### config.mk
export PLATFORM = sky130hd
export DESIGN_NAME = gpuPixelMixer
export DESIGN_NICKNAME = d
export VERILOG_FILES = /design/src/hw/gpuVideoPkg.sv /design/src/hw/gpuPixelMixer.sv
export SDC_FILE = /design/constraint.sdc
export NUM_CORES = 1
export LEC_CHECK = 0
export BUFFER_PORTS_ARGS = -buffer_cell sky130_fd_sc_hd__buf_4
export CORE_AREA = 4 4 70 72
export DETAILED_ROUTE_END_ITERATION = 10
export DIE_AREA = 0 0 74 76
export PLACE_DENSITY_LB_ADDON = 0.2
export SETUP_SLACK_MARGIN = 0.2
export SYNTH_ARGS = -nofsm -noshare
export SYNTH_HDL_FRONTEND = slang
export SYNTH_SLANG_ARGS = --single-unit
### constraint.sdc
create_clock -name clock -period 2.2 [get_ports clock]
set_clock_uncertainty 0.1 [all_clocks]
set_input_delay 0.22 -clock clock [delete_from_list [all_inputs] [get_ports clock]]
set_output_delay 0.22 -clock clock [all_outputs]
set_load 0.01 [all_outputs]
### src/hw/gpuVideoPkg.sv
`default_nettype none

package gpuVideoPkg;

  typedef logic [1:0]  pixelT;   // 2-bit color
  typedef logic [7:0]  paletteT; // four pixelT fields, color 0 in bits 1:0
  typedef logic [3:0]  regSelT;  // host register select
  typedef logic [15:0] fbAddrT;
  typedef logic [15:0] fbWordT;  // 8 pixels, pixel 0 in bits 1:0

  //////////////////////////////
  // host registers
  //////////////////////////////

  localparam regSelT RegLcdc = 4'd0;
  localparam regSelT RegScy  = 4'd1;
  localparam regSelT RegScx  = 4'd2;
  localparam regSelT RegBgp  = 4'd3;
  localparam regSelT RegObp0 = 4'd4;
  localparam regSelT RegObp1 = 4'd5;

  typedef struct packed {
    logic [7:0] lcdc;
    logic [7:0] scy;
    logic [7:0] scx;
    paletteT    bgp;
    paletteT    obp0;
    paletteT    obp1;
  } dispRegsT;

  typedef struct packed {
    logic       we;
    regSelT     regSel;
    logic [7:0] data;
  } mcuWriteT;

  typedef struct packed {
    logic [7:0] bh;         // tile bitplanes
    logic [7:0] bl;
    logic [7:0] sh;         // sprite bitplanes
    logic [7:0] sl;
    logic [7:0] spriteInfo; // attribute byte
  } tileBytesT;

  // video memory map
  localparam logic [15:0] MapBase0       = 16'h9800;
  localparam logic [15:0] MapBase1       = 16'h9C00;
  localparam logic [15:0] TileBase0      = 16'h9000; // signed tile index
  localparam logic [15:0] TileBase1      = 16'h8000; // negative index lands here
  localparam logic [15:0] TileBaseShared = 16'h8000;

  localparam int LcdcEnableBit = 7;
  localparam int LcdcMapBit    = 6;
  localparam int LcdcTileBit   = 4;
  localparam int SpritePalBit  = 4; // in spriteInfo, selects obp1

  localparam pixelT TransparentColor = 2'd0;

endpackage

`default_nettype wire

### src/hw/gpuPixelMixer.sv
`default_nettype none

module gpuPixelMixer
(
  input  wire logic                   clock,
  input  wire logic                   reset,
  input  wire logic                   gpuActive,
  input  wire gpuVideoPkg::dispRegsT  dispRegs,
  input  wire gpuVideoPkg::tileBytesT tileBytes,
  input  wire logic                   fbWrite,
  input  wire logic                   fbAdvance,
  output logic                        fbWe,
  output gpuVideoPkg::fbAddrT         fbAddr,
  output gpuVideoPkg::fbWordT         fbData
);

  gpuVideoPkg::paletteT spritePal;
  gpuVideoPkg::pixelT   bgPix;
  gpuVideoPkg::pixelT   spritePix;

  function automatic gpuVideoPkg::pixelT palLookup(gpuVideoPkg::paletteT pal,
                                                   logic [1:0] idx);
    return pal[2*idx +: 2]; // color n sits at bits 2n+1:2n
  endfunction

  //////////////////////////////
  // 8 pixels in parallel
  //////////////////////////////

  assign spritePal = tileBytes.spriteInfo[gpuVideoPkg::SpritePalBit] ? dispRegs.obp1 :
                                                                      dispRegs.obp0;

  always_comb
  begin
    bgPix     = '0;
    spritePix = '0;
    fbData    = '0;
    for (int i = 0; i < 8; i++)
    begin
      bgPix     = palLookup(dispRegs.bgp, {tileBytes.bh[i], tileBytes.bl[i]});
      spritePix = palLookup(spritePal, {tileBytes.sh[i], tileBytes.sl[i]});
      // sprite wins unless its mapped color is see-through
      fbData[2*i +: 2] = (spritePix == gpuVideoPkg::TransparentColor) ? bgPix : spritePix;
    end
  end

  assign fbWe = fbWrite & gpuActive;

  // frame-buffer write pointer
  always_ff @(posedge clock)
  begin
    if (reset)
      fbAddr <= '0;
    else if (fbAdvance && gpuActive)
      fbAddr <= fbAddr + 1'b1;
  end

endmodule

`default_nettype wire

Word level (Yosys, flattened, before mapping) --
Index checks and enable logic that the tools add are counted.
Operators by class: add/subtract/negate cells 1, shift operators 16, muxes and demuxes 9, bitwise operators 1, reductions and logical operators 9
Operators with widths (count):
- $shiftx 8x4->2 | 16
- $add 16x1->16 const B | 1
- $logic_not 2->1 | 8
- $mux 2 | 8
- $mux 8 | 1
- $and 1x1->1 | 1
- $logic_and 1x1->1 | 1
Storage, ports and cells: bits in registers 16, input bits 93, output and inout port bits 33, logic and storage cells 37

Depth between registers and ports, before layout --
depth after elaboration 4, gate-level depth with buffers 5, depth with buffers taken out 5

Worst setup path before layout --
Ideal clock, no wire load.
path type reg2reg, start register fbAddr[0], end register fbAddr[14], library setup time 0.070 ns, arrival 1.709 ns, data required time 2.030 ns, setup slack 0.321 ns, stages on the path, launching flop included 6, buffers on the path 0, period minus slack after synthesis 1.879 ns, cells stage by stage dfxtp_1 ha_1 nand3_1 or4_1 or3_1 a21oi_1
Between the ends: cells in the longest elaborated chain, start to end 1
Ends and longest elaborated chain:
- start: declaration | line gpuPixelMixer.sv:13 | output gpuVideoPkg::fbAddrT fbAddr,
- start signal: assignment | line gpuPixelMixer.sv:55 | fbAddr <= fbAddr + 1'b1;
- $add 16x1->16 | line gpuPixelMixer.sv:55
Every way passes these cells. A chain may end at the register's enable or synchronous reset.

Worst setup path after layout --
start register fbAddr[1], end register fbAddr[14]
Same word-level chain as after synthesis.

==> run_results.csv <==
group,metric,value,unit
yosys,syn_inst,158,
clock_tree,clock-sinks,16,
floorplanning,die-area,5620,um^2
global_route,antenna_found_initial,0,
sta,final_max_slew_viol_count,0,
drt,routed_wl,5160,um
setup_path,path_max_fanout,5,
yosys,syn_nets,252,
placement,io_buffers,94,
yosys,syn_area_per_cell,10.4,um^2
power_and_ir_drop,switching_share,0.294,
worst_hold_path,holdPathEnd,"fbAddr[1]",
finish,area_growth,53.8,%
clock_tree,cts_setup_buffers,0,
floorplanning,initial_utilization,0.383,
floorplanning,row_count,24,
sta,fin_hold_ws,161,ps
placement,pre_cts_slack,298,ps
drt,wl_per_cell,16.4,um
clock_tree,holdBufCountCts,0,
drt,antenna_left,0,
power_and_ir_drop,vdd_ir_drop_max,0.000232,V
power_and_ir_drop,share_seq_of_total_power,0.303,
power_and_ir_drop,power_density,385,nW/um^2
finish,largest_reg_flops,16,
finish,nets,359,
sta,setup_tns,0,ps
setup_path,cp-start-kind,"flop",
setup_path,arrival,1920,ps
setup_path,worstReg2RegStart,"fbAddr[1]",
setup_path,r2r_slack,360,ps
sta,slew_headroom,0.787,
floorplanning,die_w,74,um
clock_tree,post_cts_resized,0,
sta,fin_ws,357,ps
drt,via_per_inst,5.59,
sta,grt_setup_unrepaired,"no",
finish,multi_input_area,1300,um^2
worst_hold_path,hold_start,"reset",
clock_tree,numCtsBuffers,3,
setup_path,reg2reg_to,"fbAddr[14]",
global_route,grt-ovfl-total,0,
worst_hold_path,min_path_type,"in -> reg",
clock_tree,clock-root-buffer,"clkbuf_8",
global_route,grt_max_degree,17,
drt,first_iter_violations,97,
run,maxCapViolations,0,
sta,setup_violations,0,
finish,top_register,"fbAddr",
sta,fin_crit,1840,ps
finish,utilization,0.588,
clock_tree,clk_latency,240,ps
yosys,synth-seq-area-share,0.195,
clock_tree,cts-htree-levels,1,
setup_path,critPathKind,"reg -> reg",
global_route,grt_use_total,0.187,
finish,n_antenna_cell,0,
floorplanning,core_area,4290,um^2
floorplanning,ioPinCount,126,
clock_tree,cts_tree,"built",
finish,layout-drive-gt1-share,0.548,
power_and_ir_drop,power_frac_clock,0.216,
placement,post-dp-hpwl,4180,um
power_and_ir_drop,netSwitchingPower,0.000286,W
drt,drc_errors,0,
setup_path,worst-r2r-cell-count,5,
power_and_ir_drop,combinationalPowerShare,0.482,
power_and_ir_drop,leakage,1.07,nW
floorplanning,die_y,76,um
run_status,status,"finished clean",
finish,fillers,394,
yosys,synth-seq-cells,16,
global_route,grt_pass1_wl,8290,um
worst_hold_path,min_path_cells,2,
yosys,yosysWarnings,0,
sta,worst_pin_slew,317,ps
drt,vias,1760,
global_route,grt_pass1_vias,1738,
finish,regArea,322,um^2
yosys,netlist_area,1640,um^2
placement,gp_congestion,0.790,
sta,fmax,0.543,GHz
clock_tree,clockBufferDepth,2,
sta,hold_viol_final,0,
setup_path,end_kind,"flop",
yosys,ys_types,24,
power_and_ir_drop,intPower,0.000686,W
finish,biggestRegsByFlops,"fbAddr (16)",
drt,dr.pass1.iters,4,
setup_path,worstPathRequired,2270,ps
sta,post-route-period-util,0.838,
clock_tree,path_clk_slew,60,ps
## kinds of logic after synthesis
group,Yosys count,synth area share
compound gates,12,0.0366
xor+xnor,9,0.0480
fa+ha+maj,1,0.00761
buf+inv,6,0.0145
flops,16,0.195
mux,40,0.487
simple gates,74,0.211
## power groups by stage
stage	logic (W)	registers [W]	clock network, W
after floorplan	0.000214	0.000302	0
after global placement	0.000465	0.000300	0
after detailed placement	0.000467	0.000300	0
after CTS	0.000470	0.000294	0.000219
after global routing	0.000504	0.000294	0.000238
final	0.000468	0.000294	0.000210
## cell type report
type,instances,share of cell area
tap,52,0.0258
clock buffer,3,0.0163
sequential,16,0.127
multi-input combinational,136,0.514
timing repair buffer,105,0.312
inverter,3,0.00446
## routing by layer
layer / global-route usage / vias up / share of wire / wire length (um)
li1: - / 830 / - / -
met1: 0.250 / 849 / 0.40 / 2060
met2: 0.307 / 75 / 0.50 / 2580
met3: 0.0435 / 6 / 0.090 / 466
met4: 0.0399 / 0 / 0.012 / 64
met5: 0 / - / 0 / 0
## how the worst max path moves through the flow
stage	from	end	slack, ps
2_1_floorplan	fbAddr[0]	fbAddr[14]	320
3_3_place_gp	fbAddr[1]	fbAddr[12]	330
3_5_place_dp	fbAddr[1]	fbAddr[14]	300
4_1_cts	fbAddr[1]	fbAddr[14]	290
5_1_grt	fbAddr[1]	fbAddr[14]	270
6_report	fbAddr[1]	fbAddr[14]	360
## critical path, stage by stage, from the launching register on
cell and delay [ps]:
dfxtp_2 360, ha_1 170, nand3_1 100, or4_1 560
or3_1 330, a21oi_1 150
## layout by cell type, fill, tap and decap left out
cell type and count:
nor4_1 3, nor3_1 2, ha_1 1, buf_4 105, nor2_1 10, dfxtp_1 15, mux4_2 32, or2_2 1
nand3_4 1, o21ai_0 5, or3_1 5, clkbuf_8 3, xor2_1 3, dfxtp_2 1, or4_1 1, nand3_1 5
xnor2_1 6, mux2i_1 8, a21oi_1 7, and2_1 1, inv_1 3, nand2b_1 1, nand2_1 40, nand4_1 3
or4_4 1
## per-stage QoR
step           area [um^2]  std cells  power, W
2_1_floorplan         1640        158  0.000516
3_3_place_gp          2480        312  0.000765
3_5_place_dp          2480        312  0.000767
4_1_cts               2520        315  0.000982
5_1_grt               2530        315   0.00104
6_report              2530        315  0.000972
## cells in the mapped netlist, drive strengths merged
cell     n  share of area
nand2   40          0.091
mux4    32           0.44
dfxtp   16           0.19
nor2    10          0.023
mux2i    8          0.049
a21oi    7          0.021
nand3    6          0.026
xnor2    6          0.032
o21ai    5          0.015
or3      5          0.019
inv      3         0.0069
nand4    3          0.011
nor4     3          0.011
xor2     3          0.016
clkbuf   2         0.0046
nor3     2         0.0061
or4      2          0.011
and2     1         0.0038
buf      1         0.0030
ha       1         0.0076
nand2b   1         0.0038
or2      1         0.0038
Note: power is estimated with default switching activity, not from simulation.
