**config.mk**
```make
export PLATFORM = sky130hd
export DESIGN_NAME = gpuMcuRegs
export DESIGN_NICKNAME = d
export VERILOG_FILES = /design/src/hw/gpuVideoPkg.sv /design/src/hw/gpuMcuRegs.sv
export SDC_FILE = /design/constraint.sdc
export NUM_CORES = 1
export LEC_CHECK = 0
export ABC_CLOCK_PERIOD_IN_PS = 1300
export BUFFER_PORTS_ARGS = -buffer_cell sky130_fd_sc_hd__buf_2
export CAP_MARGIN = 10
export CORE_UTILIZATION = 49
export DETAILED_ROUTE_END_ITERATION = 8
export GPL_ROUTABILITY_DRIVEN = 0
export HOLD_SLACK_MARGIN = 0.06
export PLACE_DENSITY = 0.87
export SYNTH_ARGS = -nofsm -noshare
export SYNTH_HDL_FRONTEND = slang
export SYNTH_SLANG_ARGS = --single-unit
export TNS_END_PERCENT = 50
```
**constraint.sdc**
```tcl
create_clock -name clock -period 1.3 [get_ports clock]
set_input_delay 0.13 -clock clock [delete_from_list [all_inputs] [get_ports clock]]
set_output_delay 0.13 -clock clock [all_outputs]
set_load 0.005 [all_outputs]
```
**src/hw/gpuVideoPkg.sv**
```systemverilog
`default_nettype none

package gpuVideoPkg;

  typedef logic [1:0]  pixelT;   // 2-bit color
  typedef logic [7:0]  paletteT; // four pixelT fields, color 0 in bits 1:0
  typedef logic [3:0]  regSelT;  // host register select
  typedef logic [15:0] fbAddrT;
  typedef logic [15:0] fbWordT;  // 8 pixels, pixel 0 in bits 1:0

  //////////////////////////////
  // host registers
  //////////////////////////////

  localparam regSelT RegLcdc = 4'd0;
  localparam regSelT RegScy  = 4'd1;
  localparam regSelT RegScx  = 4'd2;
  localparam regSelT RegBgp  = 4'd3;
  localparam regSelT RegObp0 = 4'd4;
  localparam regSelT RegObp1 = 4'd5;

  typedef struct packed {
    logic [7:0] lcdc;
    logic [7:0] scy;
    logic [7:0] scx;
    paletteT    bgp;
    paletteT    obp0;
    paletteT    obp1;
  } dispRegsT;

  typedef struct packed {
    logic       we;
    regSelT     regSel;
    logic [7:0] data;
  } mcuWriteT;

  typedef struct packed {
    logic [7:0] bh;         // tile bitplanes
    logic [7:0] bl;
    logic [7:0] sh;         // sprite bitplanes
    logic [7:0] sl;
    logic [7:0] spriteInfo; // attribute byte
  } tileBytesT;

  // video memory map
  localparam logic [15:0] MapBase0       = 16'h9800;
  localparam logic [15:0] MapBase1       = 16'h9C00;
  localparam logic [15:0] TileBase0      = 16'h9000; // signed tile index
  localparam logic [15:0] TileBase1      = 16'h8000; // negative index lands here
  localparam logic [15:0] TileBaseShared = 16'h8000;

  localparam int LcdcEnableBit = 7;
  localparam int LcdcMapBit    = 6;
  localparam int LcdcTileBit   = 4;
  localparam int SpritePalBit  = 4; // in spriteInfo, selects obp1

  localparam pixelT TransparentColor = 2'd0;

endpackage

`default_nettype wire

```
**src/hw/gpuMcuRegs.sv**
```systemverilog
`default_nettype none

module gpuMcuRegs
(
  input  wire  logic                  clock,
  input  wire  logic                  reset,
  input  wire  gpuVideoPkg::mcuWriteT mcuWrite,
  output gpuVideoPkg::dispRegsT       dispRegs,
  output logic                        gpuActive
);

  //////////////////////////////
  // host write decode
  //////////////////////////////

  // writes land regardless of the engine state
  always_ff @(posedge clock)
  begin
    if (reset)
    begin
      dispRegs <= '0;
    end
    else if (mcuWrite.we)
    begin
      case (mcuWrite.regSel)
        gpuVideoPkg::RegLcdc: dispRegs.lcdc <= mcuWrite.data;
        gpuVideoPkg::RegScy:  dispRegs.scy  <= mcuWrite.data;
        gpuVideoPkg::RegScx:  dispRegs.scx  <= mcuWrite.data;
        gpuVideoPkg::RegBgp:  dispRegs.bgp  <= mcuWrite.data;
        gpuVideoPkg::RegObp0: dispRegs.obp0 <= mcuWrite.data;
        gpuVideoPkg::RegObp1: dispRegs.obp1 <= mcuWrite.data;
        default:
        begin
          // selects 6..15 go nowhere
        end
      endcase
    end
  end

  // lcd on bit runs the whole engine
  assign gpuActive = dispRegs.lcdc[gpuVideoPkg::LcdcEnableBit];

endmodule

`default_nettype wire

```
## Word-level counts from Yosys, hierarchy flattened

Cells that the tools add are included.

- Output and inout port bits: 49
- Memories: 0
- Register bits: 48
- Bits in writable memories: 0
- Word-level logic and storage cells: 18
- Latch bits: 0
- Memory bits (read-only): 0

- Div/mod/pow operators: 0
- Order comparisons: 0
- Equality and inequality tests: 5
- $mul: 0
- Bitwise logic cells: 0
- Shifts and indexed selects: 0
- Mux-type cells: 0
- Reductions and logical operators: 7
- $add $sub $neg: 0

Operator list:

| kind | count |
|---|---|
| AND reduction 2 bit | 6 |
| equality test 4 x 2 -> 1 bit (second input constant) | 2 |
| equality test 4 x 3 -> 1 bit (second input constant) | 2 |
| equality test 4 x 1 -> 1 bit (second input constant) | 1 |
| logical NOT 4 bit | 1 |

## Depth between registers and ports, before layout

Gate-level depths: netlist of the first run.

- Word-level depth: 2
- Mapped depth: 4
- Mapped depth without buffers: 3

## Worst setup path before layout of the first run

OpenSTA, ideal clock, no wires.

- Kind: input to register
- From: input port mcuWrite[11] (netlist bit)
- To: register dispRegs[26] (netlist bit)
- Setup time: 0.072 ns
- Stages on the path: 4
- Required time: 1.228 ns
- Arrival: 0.905 ns
- Slack: 0.323 ns
- Cells stage by stage: nor3b_4 and3b_2 buf_6 mux2i_1

- Word-level cells in the longest chain between the ends: 2

Ends and longest elaborated chain:

| what | line | text |
|---|---|---|
| from (decl) | gpuMcuRegs.sv:7 | `input wire gpuVideoPkg::mcuWriteT mcuWrite,` |
| equality test 4 x 2 -> 1 bit | gpuMcuRegs.sv:25 | `case (mcuWrite.regSel)` |
| AND reduction 2 bit (no line) | -- |  |
| to (decl) | gpuMcuRegs.sv:8 | `output gpuVideoPkg::dispRegsT dispRegs,` |

Every way passes these cells.
A chain may end at the register's enable or synchronous reset.

## Final worst setup path of the first run

- From: register dispRegs[18] (netlist bit)
- To: output port dispRegs[18] (netlist bit)

No word-level cell between the ends.

==> results_dict.tcl, run 1 <==
set metrics [dict create \
    area_growth_pct 24.5 \
    post_drt_via_cell_ratio 4.87 \
    finalHoldViolations 0 \
    wirelength_um 3930 \
    rsz0062_at_grt "false" \
    syn_area_per_cell_um2 11.3 \
    clk_latency_ns 0.29 \
    start_kind "flip-flop" \
    syn-instance-count 172 \
    crit_buf_inv 1 \
    hp-class "input pin to flip-flop" \
    ctsResizeCount 0 \
    antenna_found_initial 0 \
    path_depth 1 \
    timing.final.setup_violations 0 \
    grt.total_usage 0.204 \
    grt_pass1_vias 1353 \
    synth_area_um2 1940 \
    drive_above_1_share 0.342 \
    cts.clk_slew.worst_paths_ns 0.09 \
    reg_top3 "dispRegs x48" \
    rows 22 \
    cts_max_level 2 \
    slowest_stage "dfxtp_1" \
    cts_tree "yes" \
    die_h_um 64.9 \
    synth_area_leaders "dfxtp_1 (50%), mux2i_1 (25%), nand2b_1 (18%)" \
    timing.final.crit_share 0.707 \
    die_x_um 64.9 \
    cts_setup_buffers 0 \
    antennaDiodeCount 0 \
    timing.critical_path.max_delay_family "flip-flops" \
    powerDensity_nw_per_um2 1170 \
    yosys_warnings 0 \
    hpwl_um 2830 \
    cp-end-kind "output port" \
    cp_max_fo 2 \
    post-route-min-period_ns 0.919 \
    synth_cell_types 15 \
    routedWlPerCell_um 13.8 \
    hold_depth 3 \
    path_cells "buf_2" \
    worstPathArrival_ns 0.79 \
    tightest_slew_ns 0.403 \
    critical_path_class "flip-flop to output port" \
    critPathMaxStageDelay_ns 0.37 \
    holdWs_ns 0.239 \
    status "finished, final reports clean" \
    final_nets 251 \
    required_ns 1.17 \
    drt_iter0_markers 67 \
    grt_pass1_wl_um 6480 \
    overflow 0 \
    start_util 0.521 \
    yosysMostFrequentCell "nand2b_1" \
    via_count 1388 \
    worst_r2r_path_depth 2 \
    ys_ff_latch 48 \
    clock-sinks 48 \
    timing.setup.tns_ns 0 \
    synth_top_area_frac 0.496 \
    relSlewSlack 0.731 \
    final_max_slew_viol_count 0 \
    portBuffers 63 \
    synthesis.nets 187 \
    holdBufCountCts 0 \
    p_leak_nw 1.32 \
    finClkSkew_ns 0 \
    synth_async_sr_flop_share 0 \
    cts_made_buffers 5 \
    synthTopCellsByCount "nand2b_1 (56), dfxtp_1 (48), mux2i_1 (48)" \
    cts_max_path_buffers 2 \
    regMostFlops "dispRegs" \
    synth_edf_count 0 \
    dieArea_um2 4210 \
    cap_violations 0 \
    synth.largest_area_cell "dfxtp_1" \
    largest_reg_flops 48 \
    synth_top_flop_cell "dfxtp_1" \
    core_area_um2 3720 \
    drc 0 \
    root_buffer "clkbuf_8" \
    yosysSeqAreaShare 0.496 \
    boundaryPins 64 \
    drt_first_pass_iters 4 \
    ant_nets 0 \
    grt_max_degree 31 \
    max_freq_ghz 1.09 \
    ir_drop_uv 860 \
]
[logic make-up (layout without fill, tap and decap cells)]
group / Yosys count / count (layout) / share of synthesized area
DFF: 48 / 48 / 0.496
muxes: 48 / 48 / 0.248
and+or+nand+nor: 68 / 68 / 0.235
buffers and inverters: 8 / 73 / 0.0213
[layer usage]
| layer | GRT usage | vias to the layer above | wire length [µm] |
|---|---|---|---|
| li1 | - | 694 | - |
| met1 | 0.272 | 646 | 1940 |
| met2 | 0.328 | 44 | 1760 |
| met5 | 0 | - | 0 |
| met3 | 0.0423 | 4 | 193 |
| met4 | 0.0583 | 0 | 36 |
[per-stage QoR]
step | utilization | cells | power (mW) | worst slack, ns | instance area (µm²)
3_5_place_dp | 0.615 | 277 | 1.71 | 0.0799 | 2290
6_report | 0.649 | 285 | 2.82 | 0.381 | 2410
2_1_floorplan | - | 172 | 1.64 | 0.323 | 1940
3_3_place_gp | 0.615 | 277 | 1.71 | 0.132 | 2290
5_1_grt | 0.649 | 285 | 2.92 | 0.328 | 2410
4_1_cts | 0.649 | 285 | 2.85 | 0.375 | 2410
[worst min-delay path, stage by stage]
cell and delay (ns):
buf_2 0.07, nand2b_1 0.14, mux2i_1 0.15
[path summary, 6_finish.rpt]
check	startpoint	end	slack, ns
worst max-delay path	dispRegs[18]$_SDFFE_PP0P_	dispRegs[18]	0.38
worst min-delay path	mcuWrite[7]	dispRegs[23]$_SDFFE_PP0P_	0.24
worst max register to register	dispRegs[29]$_SDFFE_PP0P_	dispRegs[29]$_SDFFE_PP0P_	0.68
worst min register to register	dispRegs[14]$_SDFFE_PP0P_	dispRegs[14]$_SDFFE_PP0P_	0.47
[where the power goes]
part / leakage (nW) / switching, mW / internal, mW
sequential: 0.387 / 0.0101 / 1.49
clock: 0.0645 / 0.469 / 0.678
combinational: 0.863 / 0.0923 / 0.0861
total: 1.32 / 0.572 / 2.25
[placed cells by master, fill, tap and decap left out, drive strengths merged]
cell / instances
buf: 65
nand2b: 56
mux2i: 48
dfxtp: 48
clkbuf: 7
nand3: 3
nand2: 2
nor3b: 1
and2b: 1
and2: 1
and3b: 1
nand3b: 1
nor2b: 1
nor2: 1
bufinv: 1
[cell type report]
class                      instances  area, µm²
timing repair buffer              65        330
sequential                        48        961
clock buffer                       7       96.3
fill                             312       1300
clock inverter                     1       30.0
multi-input combinational        116        935
tap                               48       60.1
Note: power is estimated with default switching activity, not from simulation.
==> inputs of run 2 (changes only) <==
ABC_CLOCK_PERIOD_IN_PS = 800   (was 1300)
CORE_UTILIZATION = 45   (was 49)
PLACE_DENSITY = 0.84   (was 0.87)
clock period = 0.8 ns   (was 1.3 ns; I/O delays follow)
==> run 2 against run 1 <==
Effect of this change: the flow now finishes with violations (setup timing); die area up 8.6%; clock-buffer cell count down 2; hold slack worse by 0.076 ns.
==> results_dict.tcl, run 2 (synthesis gave the netlist of run 1 again) <==
set metrics [dict create \
    finalHoldViolations 0 \
    drt_first_pass_iters 4 \
    violations "setup timing" \
    grt.total_usage 0.203 \
    die_x_um 67.6 \
    cts_tree "yes" \
    powerDensity_nw_per_um2 1510 \
    post-route-min-period_ns 0.830 \
    portBuffers 63 \
    antenna_found_initial 0 \
    required_ns 0.72 \
    routedWlPerCell_um 14.4 \
    cts_made_buffers 5 \
    ir_drop_uv 1170 \
    slowest_stage "dfxtp_2" \
    boundaryPins 64 \
    fin_util 0.675 \
    final_nets 275 \
    cts.clk_slew.worst_paths_ns 0.09 \
    cts_max_path_buffers 2 \
    seqPwrFrac 0.589 \
    drc 0 \
    p_leak_nw 1.46 \
    holdWs_ns 0.163 \
    worstPathArrival_ns 0.75 \
    final_cell_mix "nand2b_1 (56), mux2i_1 (48), dfxtp_2 (48), buf_2 (45), buf_4 (25)" \
    drt_iter0_markers 52 \
    hp-class "input pin to flip-flop" \
    rows 23 \
    drive_above_1_share 0.581 \
    crit_buf_inv 1 \
    internal_power_mw 3.21 \
    grt_pass1_vias 1327 \
    root_buffer "clkbuf_8" \
    cts_max_level 2 \
    relSlewSlack 0.804 \
    critPathMaxStageDelay_ns 0.33 \
    tightest_slew_ns 0.294 \
    status "finished with violations" \
    hpwl_um 3060 \
    max_freq_ghz 1.21 \
    antennaDiodeCount 0 \
    dieArea_um2 4570 \
    die_h_um 67.6 \
    reg_top3 "dispRegs x48" \
    core_area_um2 4060 \
    timing.final.setup_violations 50 \
    cp_max_fo 3 \
    timing.final.crit_share 1.04 \
    holdBufCountCts 0 \
    grt_pass1_wl_um 6570 \
    ant_nets 0 \
    regMostFlops "dispRegs" \
    final_max_slew_viol_count 0 \
    clock-sinks 48 \
    comb_power_share 0.096 \
    cap_violations 0 \
    clkPwrFrac 0.315 \
    dp.cells 297 \
    post_drt_via_cell_ratio 4.83 \
    swShare 0.225 \
    final_common_cell "nand2b_1" \
    timing.critical_path.max_delay_family "flip-flops" \
    wirelength_um 4420 \
    final_cell_count_no_fill 308 \
    setup_ws_ns -0.0295 \
    area_growth_pct 41.4 \
    p_total_mw 4.14 \
    p_sw_mw 0.932 \
    overflow 0 \
    start_kind "flip-flop" \
    cp-end-kind "output port" \
    timing.setup.tns_ns -0.651 \
    largest_reg_flops 48 \
    grt_max_degree 30 \
    rsz0062_at_grt "true" \
    critical_path_class "flip-flop to output port" \
    start_util 0.477 \
    finClkSkew_ns 0 \
    path_cells "buf_2" \
    via_count 1488 \
    clk_latency_ns 0.29 \
    fill_cells 328 \
]
[run 2: cell types whose count changed in the layout (fill, tap and decap cells not counted), moves of 2 or more]
cell | previous run | this run
buf_4 | 2 | 25
dfxtp_1 | 48 | 0
buf_6 | 0 | 17
dfxtp_2 | 0 | 48
buf_2 | 63 | 45
clkbuf_8 | 7 | 5
[run 2: worst min-delay path, cell delays in order]
cell,delay (ns)
buf_2,0.10
nand2b_1,0.08
buf_4,0.11
mux2i_1,0.05
[run 2: area by class of cell]
type / count / area [µm²] / area share
flip-flops and latches: 48 / 1020 / 0.373
multi-input cells: 116 / 947 / 0.346
repair buffers: 89 / 639 / 0.233
clock buffers: 5 / 68.8 / 0.0251
well taps: 50 / 62.6 / 0.0228
[run 2: power by group through the flow]
stage               registers (mW)  clock network [mW]  logic (mW)
floorplan                     2.49                   0       0.174
global placement              2.49                   0       0.361
detailed placement            2.49                   0       0.368
CTS                           2.44                1.31       0.384
global route                  2.44                1.41       0.424
finish                        2.44                1.31       0.396
[run 2: layer usage]
metal	wire length [µm]	share of wire	global-route usage
met4	64	0.014	0.0665
met2	2110	0.48	0.321
met3	303	0.069	0.0828
met5	0	0	0
met1	1940	0.44	0.248
[run 2: through the flow]
stage          instance area [µm²]  setup WS [ns]
2_1_floorplan                 1950         -0.127
3_3_place_gp                  2440         -0.305
3_5_place_dp                  2440         -0.347
4_1_cts                       2640        -0.0294
5_1_grt                       2740        -0.0634
6_report                      2740        -0.0295
[run 2: path summary, 6_finish.rpt]
path | cells after the start | to | startpoint | slack, ns
setup / recovery | 1 | gpuActive | dispRegs[47]$_SDFFE_PP0P_ | -0.03
hold / removal | 4 | dispRegs[30]$_SDFFE_PP0P_ | mcuWrite[6] | 0.16
setup reg to reg | 3 | dispRegs[30]$_SDFFE_PP0P_ | dispRegs[30]$_SDFFE_PP0P_ | 0.11
hold reg to reg | 2 | dispRegs[4]$_SDFFE_PP0P_ | dispRegs[4]$_SDFFE_PP0P_ | 0.47
[run 2: what timing repair did]
action | CTS | global route
endpoints found under the setup margin | 62 | 63
cloned | 0 | 0
setup buffers | 4 | 2
endpoints found under the hold margin | 0 | 0
resized for setup | 55 | 15
